<file path="config.mk">
export PLATFORM = sky130hd
export DESIGN_NAME = vending_machine
export DESIGN_NICKNAME = d
export VERILOG_FILES = /design/src/verilog/vend_pkg.sv /design/src/verilog/bus_pkg.sv /design/src/verilog/stock_ram.sv /design/src/verilog/stock_arbiter.sv /design/src/verilog/sale_controller.sv /design/src/verilog/restock_controller.sv /design/src/verilog/coin_bank.sv /design/src/verilog/tone_sequencer.sv /design/src/verilog/vending_machine.sv
export SDC_FILE = /design/constraint.sdc
export NUM_CORES = 1
export LEC_CHECK = 0
export CAP_MARGIN = 20
export CORE_ASPECT_RATIO = 0.5
export CORE_UTILIZATION = 35
export CTS_CLUSTER_SIZE = 20
export DETAILED_ROUTE_END_ITERATION = 10
export DONT_BUFFER_PORTS = 1
export SETUP_SLACK_MARGIN = 0.05
export SLEW_MARGIN = 20
export SYNTH_ARGS = -nofsm -noshare
export SYNTH_HDL_FRONTEND = slang
export SYNTH_HIERARCHICAL = 1
export SYNTH_SLANG_ARGS = --single-unit
</file>
<file path="constraint.sdc">
create_clock -name clk -period 2.38 [get_ports clk]
set_input_delay 0 -clock clk [delete_from_list [all_inputs] [get_ports clk]]
set_output_delay 0 -clock clk [all_outputs]
set_load 0.1 [all_outputs]
</file>
<file path="src/verilog/vend_pkg.sv">
package vend_pkg;

    //////////////////////////////
    // value types
    //////////////////////////////

    // money in units of 100 won
    typedef logic [7:0] money_t;
    // stock count of one product
    typedef logic [3:0] count_t;
    // 0 means no product, 1 to 3 are the products
    typedef logic [1:0] prod_id_t;
    // piezo playback phase, 0 when silent
    typedef logic [2:0] phase_t;

    localparam int NUM_PRODUCTS = 3;

    // price per product id
    localparam money_t PRICE [1:NUM_PRODUCTS] = '{8'd10, 8'd12, 8'd15};

    // stock after reset and the restock ceiling
    localparam count_t STOCK_INIT [1:NUM_PRODUCTS] = '{4'd5, 4'd1, 4'd0};
    localparam count_t STOCK_LIMIT = 4'd9;

    // value of each one-hot coin key bit
    localparam money_t COIN_VALUE [0:2] = '{8'd1, 8'd5, 8'd10};

    typedef enum logic [2:0] {
        NOTE_NONE  = 3'd0,
        NOTE_100W  = 3'd1,
        NOTE_500W  = 3'd2,
        NOTE_1000W = 3'd3,
        NOTE_PROD1 = 3'd4,
        NOTE_PROD2 = 3'd5,
        NOTE_PROD3 = 3'd6
    } note_t;

endpackage

</file>
<file path="src/verilog/bus_pkg.sv">
package bus_pkg;

    //////////////////////////////
    // wishbone classic
    //////////////////////////////

    // master to slave
    typedef struct packed {
        logic               cyc;
        logic               stb;
        logic               we;
        vend_pkg::prod_id_t adr;
        vend_pkg::count_t   dat;
    } wb_req_t;

    // slave to master
    typedef struct packed {
        logic             ack;
        vend_pkg::count_t dat;
    } wb_rsp_t;

    // one-cycle key pulses, at most one active per cycle
    typedef struct packed {
        logic       up;
        logic       down;
        logic       sel;
        logic       buy;
        logic       ret;
        logic       add;
        logic [2:0] coin;
    } keys_t;

endpackage

</file>
<file path="src/verilog/stock_ram.sv">
`timescale 1ns/100ps

module stock_ram (
    input  logic               clk,
    input  logic               rst,
    input  bus_pkg::wb_req_t   wb_req,
    output bus_pkg::wb_rsp_t   wb_rsp,
    input  vend_pkg::prod_id_t disp_adr,
    output vend_pkg::count_t   disp_count
);
    import vend_pkg::*;

    count_t stock [1:NUM_PRODUCTS];
    count_t rd_dat;
    logic   ack_q;
    logic   access;

    // new request that has not been acknowledged yet
    assign access = wb_req.cyc && wb_req.stb && !ack_q;

    always_ff @(posedge clk) begin
        if (!rst) begin
            stock <= STOCK_INIT;
            ack_q <= 1'b0;
        end else begin
            ack_q <= access;
            if (access && wb_req.we) begin
                stock[wb_req.adr] <= wb_req.dat;
            end
        end
    end

    always_ff @(posedge clk) begin
        if (access) begin
            rd_dat <= stock[wb_req.adr];
        end
    end

    assign wb_rsp.ack = ack_q;
    assign wb_rsp.dat = rd_dat;

    // display port, cursor is never 0
    assign disp_count = (disp_adr != '0) ? stock[disp_adr] : '0;

    a_write_limit: assert property (@(posedge clk) disable iff (!rst)
        access && wb_req.we |-> wb_req.dat <= STOCK_LIMIT);

endmodule

</file>
<file path="src/verilog/stock_arbiter.sv">
`timescale 1ns/100ps

module stock_arbiter (
    input  logic             clk,
    input  logic             rst,
    input  bus_pkg::wb_req_t m0_req,
    output bus_pkg::wb_rsp_t m0_rsp,
    input  bus_pkg::wb_req_t m1_req,
    output bus_pkg::wb_rsp_t m1_rsp,
    output bus_pkg::wb_req_t s_req,
    input  bus_pkg::wb_rsp_t s_rsp
);
    // 0 grants the sale side, 1 the restock side
    logic gnt;
    logic owner_cyc;

    assign owner_cyc = gnt ? m1_req.cyc : m0_req.cyc;

    always_ff @(posedge clk) begin
        if (!rst) begin
            gnt <= 1'b0;
        end else if (!owner_cyc) begin
            // rearbitrate only while the owner is idle, sale first
            if (m0_req.cyc) begin
                gnt <= 1'b0;
            end else if (m1_req.cyc) begin
                gnt <= 1'b1;
            end
        end
    end

    assign s_req = gnt ? m1_req : m0_req;

    // read data is shared, ack goes to the owner only
    assign m0_rsp.ack = s_rsp.ack & ~gnt;
    assign m0_rsp.dat = s_rsp.dat;
    assign m1_rsp.ack = s_rsp.ack & gnt;
    assign m1_rsp.dat = s_rsp.dat;

    //////////////////////////////
    // checks
    //////////////////////////////

    // an ack only lands inside the granted master's open cycle
    a_ack_owner: assert property (@(posedge clk) disable iff (!rst)
        s_rsp.ack |-> owner_cyc);

endmodule

</file>
<file path="src/verilog/sale_controller.sv">
`timescale 1ns/100ps

module sale_controller (
    input  logic               clk,
    input  logic               rst,
    input  bus_pkg::keys_t     keys,
    input  vend_pkg::money_t   credit,
    output vend_pkg::prod_id_t cursor,
    output vend_pkg::prod_id_t selected,
    output logic               vend,
    output vend_pkg::prod_id_t vend_item,
    output logic               charge,
    output vend_pkg::money_t   charge_amount,
    output logic               tone_start,
    output vend_pkg::note_t    tone_note,
    output bus_pkg::wb_req_t   wb_req,
    input  bus_pkg::wb_rsp_t   wb_rsp
);
    import vend_pkg::*;

    typedef enum logic [1:0] {IDLE, SEL_READ, BUY_READ, BUY_WRITE} state_t;

    state_t state;

    always_ff @(posedge clk) begin
        if (!rst) begin
            state         <= IDLE;
            cursor        <= 2'd1;
            selected      <= '0;
            vend          <= 1'b0;
            vend_item     <= '0;
            charge        <= 1'b0;
            charge_amount <= '0;
            tone_start    <= 1'b0;
            tone_note     <= NOTE_NONE;
            wb_req        <= '0;
        end else begin
            // single-cycle pulses
            vend       <= 1'b0;
            charge     <= 1'b0;
            tone_start <= 1'b0;
            case (state)
                IDLE: begin
                    if (keys.up && cursor > 2'd1) begin
                        cursor <= cursor - 2'd1;
                    end else if (keys.down && cursor < prod_id_t'(NUM_PRODUCTS)) begin
                        cursor <= cursor + 2'd1;
                    end else if (keys.sel) begin
                        // same item again means deselect
                        if (selected == cursor) begin
                            selected <= '0;
                        end else begin
                            wb_req <= '{cyc: 1'b1, stb: 1'b1, we: 1'b0, adr: cursor, dat: '0};
                            state  <= SEL_READ;
                        end
                    end else if (keys.buy && selected != '0) begin
                        wb_req <= '{cyc: 1'b1, stb: 1'b1, we: 1'b0, adr: selected, dat: '0};
                        state  <= BUY_READ;
                    end
                end
                SEL_READ: begin
                    if (wb_rsp.ack) begin
                        wb_req.cyc <= 1'b0;
                        wb_req.stb <= 1'b0;
                        state      <= IDLE;
                        // out of stock items are refused
                        if (wb_rsp.dat != '0) begin
                            selected   <= wb_req.adr;
                            tone_start <= 1'b1;
                            case (wb_req.adr)
                                2'd1:    tone_note <= NOTE_PROD1;
                                2'd2:    tone_note <= NOTE_PROD2;
                                default: tone_note <= NOTE_PROD3;
                            endcase
                        end
                    end
                end
                BUY_READ: begin
                    if (wb_rsp.ack) begin
                        if (wb_rsp.dat != '0 && credit >= PRICE[wb_req.adr]) begin
                            // cyc stays up so the arbiter keeps the grant
                            wb_req.we  <= 1'b1;
                            wb_req.dat <= wb_rsp.dat - 4'd1;
                            state      <= BUY_WRITE;
                        end else begin
                            wb_req.cyc <= 1'b0;
                            wb_req.stb <= 1'b0;
                            state      <= IDLE;
                        end
                    end
                end
                BUY_WRITE: begin
                    if (wb_rsp.ack) begin
                        wb_req.cyc    <= 1'b0;
                        wb_req.stb    <= 1'b0;
                        wb_req.we     <= 1'b0;
                        vend          <= 1'b1;
                        vend_item     <= wb_req.adr;
                        charge        <= 1'b1;
                        charge_amount <= PRICE[wb_req.adr];
                        selected      <= '0;
                        state         <= IDLE;
                    end
                end
                default: state <= IDLE;
            endcase
        end
    end

    // credit still covers the price when the item drops
    a_vend_covered: assert property (@(posedge clk) disable iff (!rst)
        vend |-> charge_amount <= credit);

endmodule

</file>
<file path="src/verilog/restock_controller.sv">
`timescale 1ns/100ps

module restock_controller (
    input  logic               clk,
    input  logic               rst,
    input  logic               add,
    input  logic               admin_mode,
    input  vend_pkg::prod_id_t cursor,
    output bus_pkg::wb_req_t   wb_req,
    input  bus_pkg::wb_rsp_t   wb_rsp
);
    import vend_pkg::*;

    typedef enum logic [1:0] {IDLE, READ, WRITE} state_t;

    state_t state;

    always_ff @(posedge clk) begin
        if (!rst) begin
            state  <= IDLE;
            wb_req <= '0;
        end else begin
            case (state)
                IDLE: begin
                    // admin only
                    if (add && admin_mode) begin
                        wb_req <= '{cyc: 1'b1, stb: 1'b1, we: 1'b0, adr: cursor, dat: '0};
                        state  <= READ;
                    end
                end
                READ: begin
                    if (wb_rsp.ack) begin
                        if (wb_rsp.dat < STOCK_LIMIT) begin
                            wb_req.we  <= 1'b1;
                            wb_req.dat <= wb_rsp.dat + 4'd1;
                            state      <= WRITE;
                        end else begin
                            // already full, close the cycle
                            wb_req.cyc <= 1'b0;
                            wb_req.stb <= 1'b0;
                            state      <= IDLE;
                        end
                    end
                end
                WRITE: begin
                    if (wb_rsp.ack) begin
                        wb_req.cyc <= 1'b0;
                        wb_req.stb <= 1'b0;
                        wb_req.we  <= 1'b0;
                        state      <= IDLE;
                    end
                end
                default: state <= IDLE;
            endcase
        end
    end

endmodule

</file>
<file path="src/verilog/coin_bank.sv">
`timescale 1ns/100ps

module coin_bank #(
    parameter int RETURN_TICKS
) (
    input  logic             clk,
    input  logic             rst,
    input  logic [2:0]       coin,
    input  logic             ret,
    input  logic             charge,
    input  vend_pkg::money_t charge_amount,
    output vend_pkg::money_t credit,
    output logic             returning,
    output logic             tone_start,
    output vend_pkg::note_t  tone_note
);
    import vend_pkg::*;

    localparam int TW = $clog2(RETURN_TICKS + 1);

    logic [TW-1:0] tick_cnt;
    money_t        coin_add;
    money_t        charge_sub;

    // one-hot coin key to value
    always_comb begin
        coin_add = '0;
        for (int i = 0; i < 3; i++) begin
            if (coin[i]) begin
                coin_add = COIN_VALUE[i];
            end
        end
    end

    assign charge_sub = charge ? charge_amount : '0;

    always_ff @(posedge clk) begin
        if (!rst) begin
            credit     <= '0;
            returning  <= 1'b0;
            tick_cnt   <= '0;
            tone_start <= 1'b0;
            tone_note  <= NOTE_NONE;
        end else begin
            tone_start <= 1'b0;
            if (returning) begin
                // pay out one unit per tick
                if (tick_cnt == TW'(RETURN_TICKS - 1)) begin
                    tick_cnt <= '0;
                    if (credit != '0) begin
                        credit <= credit - 8'd1;
                    end else begin
                        returning <= 1'b0;
                    end
                end else begin
                    tick_cnt <= tick_cnt + 1'b1;
                end
            end else if (ret) begin
                returning <= 1'b1;
                tick_cnt  <= '0;
            end else begin
                credit <= credit + coin_add - charge_sub;
                if (|coin) begin
                    tone_start <= 1'b1;
                    tone_note  <= coin[2] ? NOTE_1000W : (coin[1] ? NOTE_500W : NOTE_100W);
                end
            end
        end
    end

    // the sale side checked credit before it charged
    a_charge_covered: assert property (@(posedge clk) disable iff (!rst)
        charge && !returning |-> charge_amount <= credit);

endmodule

</file>
<file path="src/verilog/tone_sequencer.sv">
`timescale 1ns/100ps

module tone_sequencer #(
    parameter int PHASE_TICKS
) (
    input  logic             clk,
    input  logic             rst,
    input  logic             start,
    input  vend_pkg::note_t  note,
    output vend_pkg::note_t  note_state,
    output vend_pkg::phase_t note_played
);
    import vend_pkg::*;

    localparam int TW = $clog2(PHASE_TICKS + 1);

    logic [TW-1:0] tick_cnt;

    always_ff @(posedge clk) begin
        if (!rst) begin
            note_state  <= NOTE_NONE;
            note_played <= '0;
            tick_cnt    <= '0;
        end else if (start) begin
            // a new tone restarts from phase 1
            note_state  <= note;
            note_played <= 3'd1;
            tick_cnt    <= '0;
        end else if (note_played != '0) begin
            if (tick_cnt == TW'(PHASE_TICKS - 1)) begin
                tick_cnt <= '0;
                if (note_played == 3'd4) begin
                    note_played <= '0;
                    note_state  <= NOTE_NONE;
                end else begin
                    note_played <= note_played + 3'd1;
                end
            end else begin
                tick_cnt <= tick_cnt + 1'b1;
            end
        end
    end

endmodule

</file>
<file path="src/verilog/vending_machine.sv">
`timescale 1ns/100ps

module vending_machine #(
    parameter int RETURN_TICKS = 1_000_000,
    parameter int PHASE_TICKS  = 100_000
) (
    input  logic               clk,
    input  logic               rst,
    input  bus_pkg::keys_t     keys,
    input  logic               admin_mode,
    output vend_pkg::money_t   credit,
    output vend_pkg::count_t   shown_count,
    output vend_pkg::prod_id_t cursor,
    output vend_pkg::prod_id_t selected,
    output logic               vend,
    output vend_pkg::prod_id_t vend_item,
    output logic               returning,
    output vend_pkg::note_t    note_state,
    output vend_pkg::phase_t   note_played
);
    import vend_pkg::*;
    import bus_pkg::*;

    // stock bus, sale side is master 0
    wb_req_t sale_req;
    wb_rsp_t sale_rsp;
    wb_req_t rest_req;
    wb_rsp_t rest_rsp;
    wb_req_t ram_req;
    wb_rsp_t ram_rsp;

    logic   charge;
    money_t charge_amount;

    logic  coin_tone_start;
    note_t coin_tone_note;
    logic  sale_tone_start;
    note_t sale_tone_note;
    logic  tone_start;
    note_t tone_note;

    // coin and selection tones never start in the same cycle
    assign tone_start = coin_tone_start | sale_tone_start;
    assign tone_note  = coin_tone_start ? coin_tone_note : sale_tone_note;

    sale_controller u_sale (
        .clk(clk), .rst(rst), .keys(keys), .credit(credit),
        .cursor(cursor), .selected(selected), .vend(vend), .vend_item(vend_item),
        .charge(charge), .charge_amount(charge_amount),
        .tone_start(sale_tone_start), .tone_note(sale_tone_note),
        .wb_req(sale_req), .wb_rsp(sale_rsp)
    );

    restock_controller u_restock (
        .clk(clk), .rst(rst), .add(keys.add), .admin_mode(admin_mode),
        .cursor(cursor), .wb_req(rest_req), .wb_rsp(rest_rsp)
    );

    stock_arbiter u_arb (
        .clk(clk), .rst(rst),
        .m0_req(sale_req), .m0_rsp(sale_rsp),
        .m1_req(rest_req), .m1_rsp(rest_rsp),
        .s_req(ram_req), .s_rsp(ram_rsp)
    );

    stock_ram u_ram (
        .clk(clk), .rst(rst), .wb_req(ram_req), .wb_rsp(ram_rsp),
        .disp_adr(cursor), .disp_count(shown_count)
    );

    coin_bank #(.RETURN_TICKS(RETURN_TICKS)) u_bank (
        .clk(clk), .rst(rst), .coin(keys.coin), .ret(keys.ret),
        .charge(charge), .charge_amount(charge_amount),
        .credit(credit), .returning(returning),
        .tone_start(coin_tone_start), .tone_note(coin_tone_note)
    );

    tone_sequencer #(.PHASE_TICKS(PHASE_TICKS)) u_tone (
        .clk(clk), .rst(rst), .start(tone_start), .note(tone_note),
        .note_state(note_state), .note_played(note_played)
    );

endmodule

</file>
== Word level (Yosys, flattened, before mapping) ==
Index checks and enable logic that the tools add are counted.

* Add/subtract/negate cells: 10
* Magnitude comparators: 8
* Eq/ne operators: 33
* Multiplexer cells: 94
* Bitwise operators: 13
* Reductions and logical operators: 55

{| class="wikitable"
|+ Operator list
! operator !! number
|-
| 2-to-1 mux 9 bit || 7
|-
| 2-to-1 mux 20 bit || 3
|-
| 2-to-1 mux 8 bit || 7
|-
| 2-to-1 mux 2 bit || 23
|-
| 2-to-1 mux 4 bit || 11
|-
| 2-to-1 mux 3 bit || 12
|-
| != test 2 bit (second input constant) || 13
|-
| AND reduction 8 bit || 3
|-
| nonzero test 2 bit || 11
|-
| adder 20 x 1 -> 20 bit (second input constant) || 1
|-
| equality test 20 bit (second input constant) || 1
|-
| case mux 2 bit (3 select lines) || 3
|-
| AND reduction 3 bit || 6
|-
| adder 17 x 1 -> 17 bit (second input constant) || 1
|-
| equality test 17 bit (second input constant) || 1
|-
| 2-to-1 mux 17 bit || 1
|-
| binary-select mux 4 bit (select 2 bit) || 2
|-
| binary-select mux 8 bit (select 2 bit) || 1
|-
| 2-to-1 mux 1 bit || 16
|-
| case mux 4 bit (2 select lines) || 2
|-
| AND reduction 5 bit || 3
|-
| != test 2 x 1 -> 1 bit (second input constant) || 7
|-
| AND reduction 2 bit || 7
|-
| bitwise mux 12 bit || 1
|-
| other kinds (40) || 70
|}

* Register bits: 115
* Bits of input ports: 12
* Output and inout port bits: 26
* Logic and storage cells: 247

== Longest topological paths before layout ==
Gate-level depths: netlist of the first run.

* Depth after elaboration: 9
* Depth in mapped cells: 13
* Mapped depth without buffers: 13

== By module ==
Netlist of the first run, hierarchy kept.

{| class="wikitable"
|+ By module, submodules not included
! module !! instances !! cells an instance !! area an instance (um2) !! seq. area each (um2)
|-
| coin_bank || 1 || 289 || 2277.2 || 640.6
|-
| sale_controller || 1 || 162 || 1437.6 || 480.5
|-
| tone_sequencer || 1 || 128 || 1151.1 || 460.4
|-
| stock_ram || 1 || 80 || 839.6 || 380.4
|-
| restock_controller || 1 || 61 || 626.9 || 200.2
|-
| stock_arbiter || 1 || 26 || 265.3 || 20.0
|-
| vending_machine || 1 || 4 || 40.0 || 0.0
|}

== Worst setup path before layout of the first run ==
Ideal clock, no wire load.

* Path type: flip-flop to flip-flop
* Start: reg u_bank.credit[1]
* End: reg u_bank.credit[7]
* Setup time: 86 ps
* Arrival time: 3128 ps
* Required time: 2294 ps
* Setup slack: -833 ps
* Cell stages (with the launch flop): 11
* Buffers on the path: 0
* Clock period less this slack: 3213 ps
* Path through: dfxtp_1 -> inv_1 -> fa_1 -> inv_1 -> ha_1 -> a21o_1 -> a21boi_0 -> o21bai_1 -> o31a_1 -> xnor2_1 -> a211oi_1

* Word-level cells in the longest chain between the ends: 4
* Elaborated cells on any way between the ends: 10
* Classes of those cells: add/sub (3); eq/ne (1); mux (4); reduce/logical (2)

{| class="wikitable"
|+ Ends and longest elaborated chain
! item !! line !! RTL
|-
| start, declared || coin_bank.sv:12 || <nowiki>output vend_pkg::money_t credit,</nowiki>
|-
| start signal, assigned || coin_bank.sv:51 || <nowiki>credit <= credit - 8'd1;</nowiki>
|-
| start signal, assigned || coin_bank.sv:62 || <nowiki>credit <= credit + coin_add - charge_sub;</nowiki>
|-
| adder 8 x 4 -> 8 bit or subtractor 8 x 1 -> 8 bit (tied branches) || coin_bank.sv:62, coin_bank.sv:51 ||
|-
| subtractor 8 bit or 2-to-1 mux 8 bit (tied branches) || coin_bank.sv:62, coin_bank.sv:50 ||
|-
| 2-to-1 mux 8 bit (on tied branches) || coin_bank.sv:58, coin_bank.sv:48 ||
|-
| 2-to-1 mux 8 bit || coin_bank.sv:46 || <nowiki>if (returning) begin</nowiki>
|}

Parallel ways exist; a longest one is shown, timed or not. The select of a mux whose other input is x is not followed.
A chain may end at the register's enable or synchronous reset.

== Worst setup path in the final report of the first run ==
* Start: reg u_sale.charge_amount[0]
* End: reg u_bank.credit[6]

* Word-level cells in the longest chain between the ends: 4

{| class="wikitable"
|+ Ends and longest elaborated chain
! item !! line !! RTL
|-
| start, declared || sale_controller.sv:13 || <nowiki>output vend_pkg::money_t charge_amount,</nowiki>
|-
| start signal, assigned || sale_controller.sv:100 || <nowiki>charge_amount <= PRICE[wb_req.adr];</nowiki>
|-
| 2-to-1 mux 8 bit || coin_bank.sv:35 || <nowiki>assign charge_sub = charge ? charge_amount : '0;</nowiki>
|-
| subtractor 8 bit || coin_bank.sv:62 ||
|-
| 2-to-1 mux 8 bit || coin_bank.sv:58 || <nowiki>end else if (ret) begin</nowiki>
|-
| 2-to-1 mux 8 bit || coin_bank.sv:46 ||
|}

No other way between the ends. The select of a mux whose other input is x is not followed.

==> results of run 1 <==
## what timing repair did
item	in CTS	in global routing
buffers inserted	3	1
endpoints found under the hold margin	57	0
hold buffers	48	0
gates cloned	0	0
pin swaps	9	5
setup endpoints to repair	4	17
resized for setup	11	11
## registers in the layout, summed over array words and instances (netlist names), 2 cells and up
signal                flops
u_sale/wb_req             8
u_ram/stock              12
u_sale/selected           2
u_restock/state           2
u_tone/note_played        3
u_restock/wb_req          8
u_bank/tone_note          2
u_sale/tone_note          3
u_tone/note_state         3
u_ram/rd_dat              4
u_bank/credit             8
u_sale/charge_amount      4
u_sale/cursor             2
u_sale/state              2
u_tone/tick_cnt          17
u_bank/tick_cnt          20
## metal layers
layer | track usage (%) | vias up | share of wire, %
met4 | 4.29 | 0 | 1.4
li1 | - | 2764 | -
met5 | 0 | - | 0
met3 | 4.04 | 19 | 3.6
met1 | 20.9 | 2602 | 47
met2 | 28.2 | 88 | 48
## layout by cell type, fill, tap and decap left out, types with 11 or more instances in the layout
cell type and n:
xnor2_1 14, xor2_1 12, buf_4 44, nand3_1 27, and2_1 13, mux2i_1 22
inv_1 34, dfxtp_1 87, dfxtp_2 11, nor2_1 49, nand2_1 73, mux2_2 12
o21ai_0 32, ha_1 31, nand4_1 15, dlygate4sd3_1 48, a21oi_1 32
## per-stage QoR
stage | setup TNS, ps | setup slack, ps | hold slack [ps]
CTS | -70.4 | -54.3 | 28.9
global route | -581 | -149 | 41.3
detailed placement | -291 | -186 | 85.4
finish | -99.0 | -44.6 | 34.2
global placement | -59.4 | -39.5 | 83.6
floorplan | -116 | -116 | 120
## cell type report
class / count / area [um^2] / area share [%]
clock buffers: 12 / 267 / 3.38
multi-input cells: 555 / 4070 / 51.7
flip-flops and latches: 107 / 2210 / 28.1
inverters: 41 / 154 / 1.95
repair buffers: 92 / 811 / 10.3
well taps: 259 / 324 / 4.11
clock inverters: 4 / 37.5 / 0.476
## critical path: stages (launching register included)
cell      delay, ps
dfxtp_1         310
and2_1          150
ha_1            280
inv_1            70
ha_2            170
inv_1            60
fa_2            390
nand2b_1        190
a21oi_2         180
o22ai_1         100
xnor2_1         140
a32oi_1         160
a21oi_1          90
## where the power goes
part           internal (mW)  switching, mW  leakage [nW]
clock network          0.814          0.723         0.152
registers               1.90          0.138         0.877
logic                  0.844           1.38          1.89
## logic make-up (layout without fill, tap and decap cells)
family | count (synthesis) | after routing | synth area share, %
AOI/OAI and AO/OA | 160 | 160 | 17.7
xor gates and xnor gates | 26 | 26 | 3.43
adders and majority gates | 39 | 39 | 7.80
buffers and inverters | 91 | 149 | 7.13
DFF | 107 | 107 | 32.9
muxes | 42 | 42 | 7.16
other | 2 | 5 | 0.113
and+or+nand+nor | 283 | 283 | 23.8
## how the worst min path moves through the flow
stage	slack, ps	startpoint	endpoint	cells past startpoint
after floorplan	120	keys[0]	u_bank/tone_start	2
after global placement	80	rst	u_sale/cursor[0]	1
after detailed placement	90	rst	u_sale/cursor[0]	1
after CTS	30	keys[6]	u_sale/wb_req[8]	4
after global routing	40	keys[6]	u_sale/wb_req[8]	4
final	30	keys[6]	u_sale/wb_req[8]	4
==> run summary, run 1 <==
Result of the run: complete, but fails checks
Failing checks: setup timing
Synth top cells by count: 103 x dfxtp_1, 73 x nand2_1, 50 x nor2_1, 38 x inv_1, 35 x ha_1
Top FF cell, synth: dfxtp_1
Num CTS Buffers: 9
Setup Skew: 15.6 ps
Crit path kind: register to register
DRT Pass-1 Iters: 5
Tcrit/Tclk final: 102%
Power per cell area: 737 mW/mm^2
Layout cells sized above 1: 20.2%
Reg2reg start: u_sale/charge_amount[0]
Std-Cell Rows: 35
Synth warn: 6
End point of the critical path: u_bank/credit[6]
Mean Syn Cell Area: 8.85 um^2
Final Hold Vio Count: 0
Inst Count DP: 1,002
Fin nets: 857
Max-slew violation count: 0
DR vias: 5,473
Vias in the first global route: 5,297
Final core occ: 42.6%
N_diodes: 0
CP startpoint: u_sale/charge_amount[0]
Required time of the critical path: 2610 ps
Hold WC Path Type: input port to register
Seq/Total Area, Yosys: 32.9%
Clock buffer depth: 2
Core Region: 0.0185 mm^2
RSZ-0062 raised after global routing: true
Crit end category: register
Leak Pwr: 2.92 nW
First-pass GRT wire length: 26,100 um
Worst VDD drop: 0.603 mV
H-tree levels: 3
Yosys cell types: 94
Overall die width: 197 um
DRC viols: 0
Slew @ Worst Pin: 712 ps
Synth top area share: 31.1%
Initial antenna violation count: 0
Number of I/O pins: 38
Clk root buf: clkbuf_16
Syn Inst Count: 750
Initial Util: 35.9%
Worst reg-to-reg path cell count: 12
Async SR Flop Fraction: 0%
CTS tree: built
Number of enable flip-flop cells after synthesis: 4
Die ar.: 0.0196 mm^2
Post-layout min period: 2420 ps
R2r setup slk: -40 ps
Critical-path maximum fanout: 2
Crit start category: register
Final worst slack: -44.6 ps
Synth Cell Area: 0.00664 mm^2
Final Non-Filler Cells: 1,070
Iter 0 DRT Violations: 314
Reg clk slew, reported paths: 80 ps
Pin count of the biggest net entering global routing: 44
IO Port Bufs: 0
Sink Count: 107
Dominant cell type by area after synthesis: dfxtp_1
Die Height: 99.4 um
Hpwl dp: 10,500 um
FILL cells: 1,867
CP arrival: 2660 ps
Synth top area cells: dfxtp_1 31%, ha_1 6.6%, nand2_1 4.1%
Slew headroom: 52.4%
Most common cell in the netlist: dfxtp_1
Gp weighted congestion: 0.798
Fmax: 412 MHz
Final wirelength: 15,600 um
GRT Util Overall: 16.5%
Clock Latency Late Sink: 360 ps
Post-DR wirelength/cell: 14.6 um
Synthesis-to-finish area growth: 18.7%
Final ANT Viol Nets: 0
Setup-failing EPs final: 3
Placed Area: 0.00699 mm^2
Design area: 0.00788 mm^2
Total grt overflow: 0
RR Endpoint: u_bank/credit[6]
Total chip power: 5.81 mW
Seq cells post-synth: 107
Via/cell ratio: 5.11
# Max-Cap Violations: 0
Power figures use the tool's default switching activity.
==> inputs of run 2 (changes only) <==
clock period = 2.3 ns   (was 2.38 ns; I/O delays follow)
==> run summary, run 2 (same netlist as run 1, synthesis figures left out) <==
Result of the run: complete, but fails checks (unchanged)
Failing checks: setup timing (unchanged)
Max-slew violation count: 0 (unchanged)
Iter 0 DRT Violations: 287 (was 314)
Fmax: 414 MHz (was 412 MHz)
Crit path kind: register to register (unchanged)
Reg2reg start: u_sale/charge (was u_sale/charge_amount[0])
Number of I/O pins: 38 (unchanged)
Most frequent cells in the layout: 89 x dfxtp_1, 73 x nand2_1, 49 x buf_4 (was 87 x dfxtp_1, 73 x nand2_1, 49 x nor2_1)
Crit path largest cell delay: 550 ps (was 390 ps)
Std-Cell Rows: 35 (unchanged)
Final worst slack: -113 ps (was -44.6 ps)
End point of the critical path: u_bank/credit[5] (was u_bank/credit[6])
Switch share: 39.2% (was 38.6%)
Via/cell ratio: 5.15 (was 5.11)
Worst reg-to-reg path cell count: 11 (was 12)
Crit path cell chain: and2_4, fa_1, inv_1, ha_1, a21o_1, a21boi_1, o21bai_1, buf_4, xor2_1, o211ai_1, a211oi_1 (was and2_1, ha_1, inv_1, ha_2, inv_1, fa_2, nand2b_1, a21oi_2, o22ai_1, xnor2_1, a32oi_1, a21oi_1)
Die ar.: 0.0196 mm^2 (unchanged)
Post-DR wirelength/cell: 14.5 um (was 14.6 um)
Required time of the critical path: 2570 ps (was 2610 ps)
Sink Count: 107 (unchanged)
WL met2: 6970 um (was 7480 um)
Crit start category: register (unchanged)
Top Registers: u_bank/tick_cnt (20), u_tone/tick_cnt (17), u_ram/stock (12) (unchanged)
Clock Latency Late Sink: 360 ps (about the same)
Setup TNS: -293 ps (was -99.0 ps)
Comb pwr share: 39.5% (was 38.3%)
Slew headroom: 50.7% (was 52.4%)
Met3 Wirelength: 527 um (was 556 um)
Slowest-stage cell, CP: fa_1 (was fa_2)
Critical-path maximum fanout: 2 (unchanged)
P_int: 3.60 mW (was 3.56 mW)
First-pass GRT wire length: 25,600 um (was 26,100 um)
Largest register FFs: 20 (unchanged)
Num CTS Buffers: 9 (unchanged)
DRT Pass-1 Iters: 5 (unchanged)
Clock buffer depth: 2 (unchanged)
Overall die width: 197 um (unchanged)
Crit end category: register (unchanged)
H-tree levels: 3 (unchanged)
Total grt overflow: 0 (unchanged)
Core Region: 0.0185 mm^2 (unchanged)
Layout cells sized above 1: 21.9% (was 20.2%)
GRT Util Overall: 16.1% (was 16.5%)
Reg clk slew, reported paths: 70 ps (was 80 ps)
Synthesis-to-finish area growth: 14.0% (was 18.7%)
Final ANT Viol Nets: 0 (unchanged)
Leak Pwr: 2.80 nW (was 2.92 nW)
IO Port Bufs: 0 (unchanged)
CTS tree: built (unchanged)
Vias in the first global route: 5,311 (was 5,297)
Pin count of the biggest net entering global routing: 51 (was 44)
Commonest non-fill, non-tap cell in the layout: dfxtp_1 (unchanged)
FILL cells: 1,863 (was 1,867)
Gp weighted congestion: 0.785 (was 0.798)
Top reg by flops: u_bank/tick_cnt (unchanged)
Sequential power share: 35.8% (was 35.2%)
Metal-1 WL: 7330 um (was 7370 um)
Clk root buf: clkbuf_16 (unchanged)
RSZ-0062 raised after global routing: true (unchanged)
DR vias: 5,361 (was 5,473)
Fin nets: 827 (was 857)
Clock Power Share: 24.7% (was 26.5%)
Slew @ Worst Pin: 737 ps (was 712 ps)
Total chip power: 5.93 mW (was 5.81 mW)
CP arrival: 2680 ps (was 2660 ps)
R2r setup slk: -110 ps (was -40 ps)
Hold WC Path Type: input port to register (unchanged)
Initial Util: 35.9% (unchanged)
Worst VDD drop: 0.537 mV (was 0.603 mV)
CP startpoint: u_sale/charge (was u_sale/charge_amount[0])
Final wirelength: 15,000 um (was 15,600 um)
N_diodes: 0 (unchanged)
Die Height: 99.4 um (unchanged)
Hpwl dp: 10,600 um (was 10,500 um)
Tcrit/Tclk final: 105% (was 102%)
Setup Skew: 12.8 ps (was 15.6 ps)
Setup-failing EPs final: 5 (was 3)
# Max-Cap Violations: 0 (unchanged)
Highest routed layer: met4 (unchanged)
Final Hold Vio Count: 0 (unchanged)
Power per cell area: 783 mW/mm^2 (was 737 mW/mm^2)
RR Endpoint: u_bank/credit[5] (was u_bank/credit[6])
Initial antenna violation count: 0 (unchanged)
Post-layout min period: 2410 ps (was 2420 ps)
DRC viols: 0 (unchanged)
NetSw: 2.32 mW (was 2.24 mW)
==> run 2: cell count changes in the layout (fill, tap and decap cells not counted), sizes merged <==
cell,change
dlygate4sd3,-36
buf,+6
clkbuf,-1
clkinvlp,+1
==> run 2: how the worst min path moves through the flow <==
stage                     startpoint                end  slack [ps]  cells after the start
after floorplan              keys[0]  u_bank/tone_start         120                      2
after global placement           rst   u_sale/cursor[0]          80                      1
after detailed placement         rst   u_sale/cursor[0]          90                      1
after CTS                    keys[6]   u_sale/wb_req[8]          30                      4
after global routing         keys[6]   u_sale/wb_req[8]          60                      4
final                        keys[6]   u_sale/wb_req[8]          30                      4
==> run 2: cell type report <==
type | count | area, um^2 | share of cell area, %
clock buffers | 11 | 233 | 3.07
multi-input cells | 555 | 4100 | 54.1
clock inverters | 5 | 36.3 | 0.479
inverters | 41 | 156 | 2.07
repair buffers | 62 | 508 | 6.71
well taps | 259 | 324 | 4.28
flip-flops and latches | 107 | 2210 | 29.3
==> run 2: routing by layer <==
metal	vias to the layer above	track usage, %
li1	2705	-
met1	2561	20.7
met2	80	27.2
met3	15	3.63
met4	0	4.47
met5	-	0
==> run 2: stage by stage <==
stage	setup WS, ps	cells	util (%)	area (um^2)	hold WS [ps]
2_1_floorplan	-196	753	-	6710	120
3_3_place_gp	-154	1009	38.3	7070	84.9
3_5_place_dp	-168	1009	38.3	7070	89.8
4_1_cts	-116	1040	40.7	7530	26.1
5_1_grt	-235	1040	41.0	7570	63.1
6_report	-113	1040	41.0	7570	33.1
==> run 2: power by group through the flow <==
stage / clock, mW / combinational, mW / sequential, mW
3_5_place_dp: 0 / 2.17 / 2.16
3_3_place_gp: 0 / 2.14 / 2.16
6_report: 1.46 / 2.34 / 2.12
5_1_grt: 1.58 / 2.54 / 2.14
4_1_cts: 1.52 / 2.27 / 2.12
2_1_floorplan: 0 / 1.41 / 2.47
==> run 2: critical path, delay by kind of cell (launching register included) <==
kind	cells	cell delay, ps
flops	1	320
compound gates	5	720
buf+inv	2	190
simple gates	1	150
fa+ha+maj	2	810
xor+xnor	1	130
==> run 2: repair_timing <==
action,in CTS,in global routing
gates cloned,0,0
pin swaps,21,12
hold buffers,13,0
buffers inserted,2,1
setup endpoints to repair,6,15
hold endpoints to repair,54,0
gates resized for setup,11,10
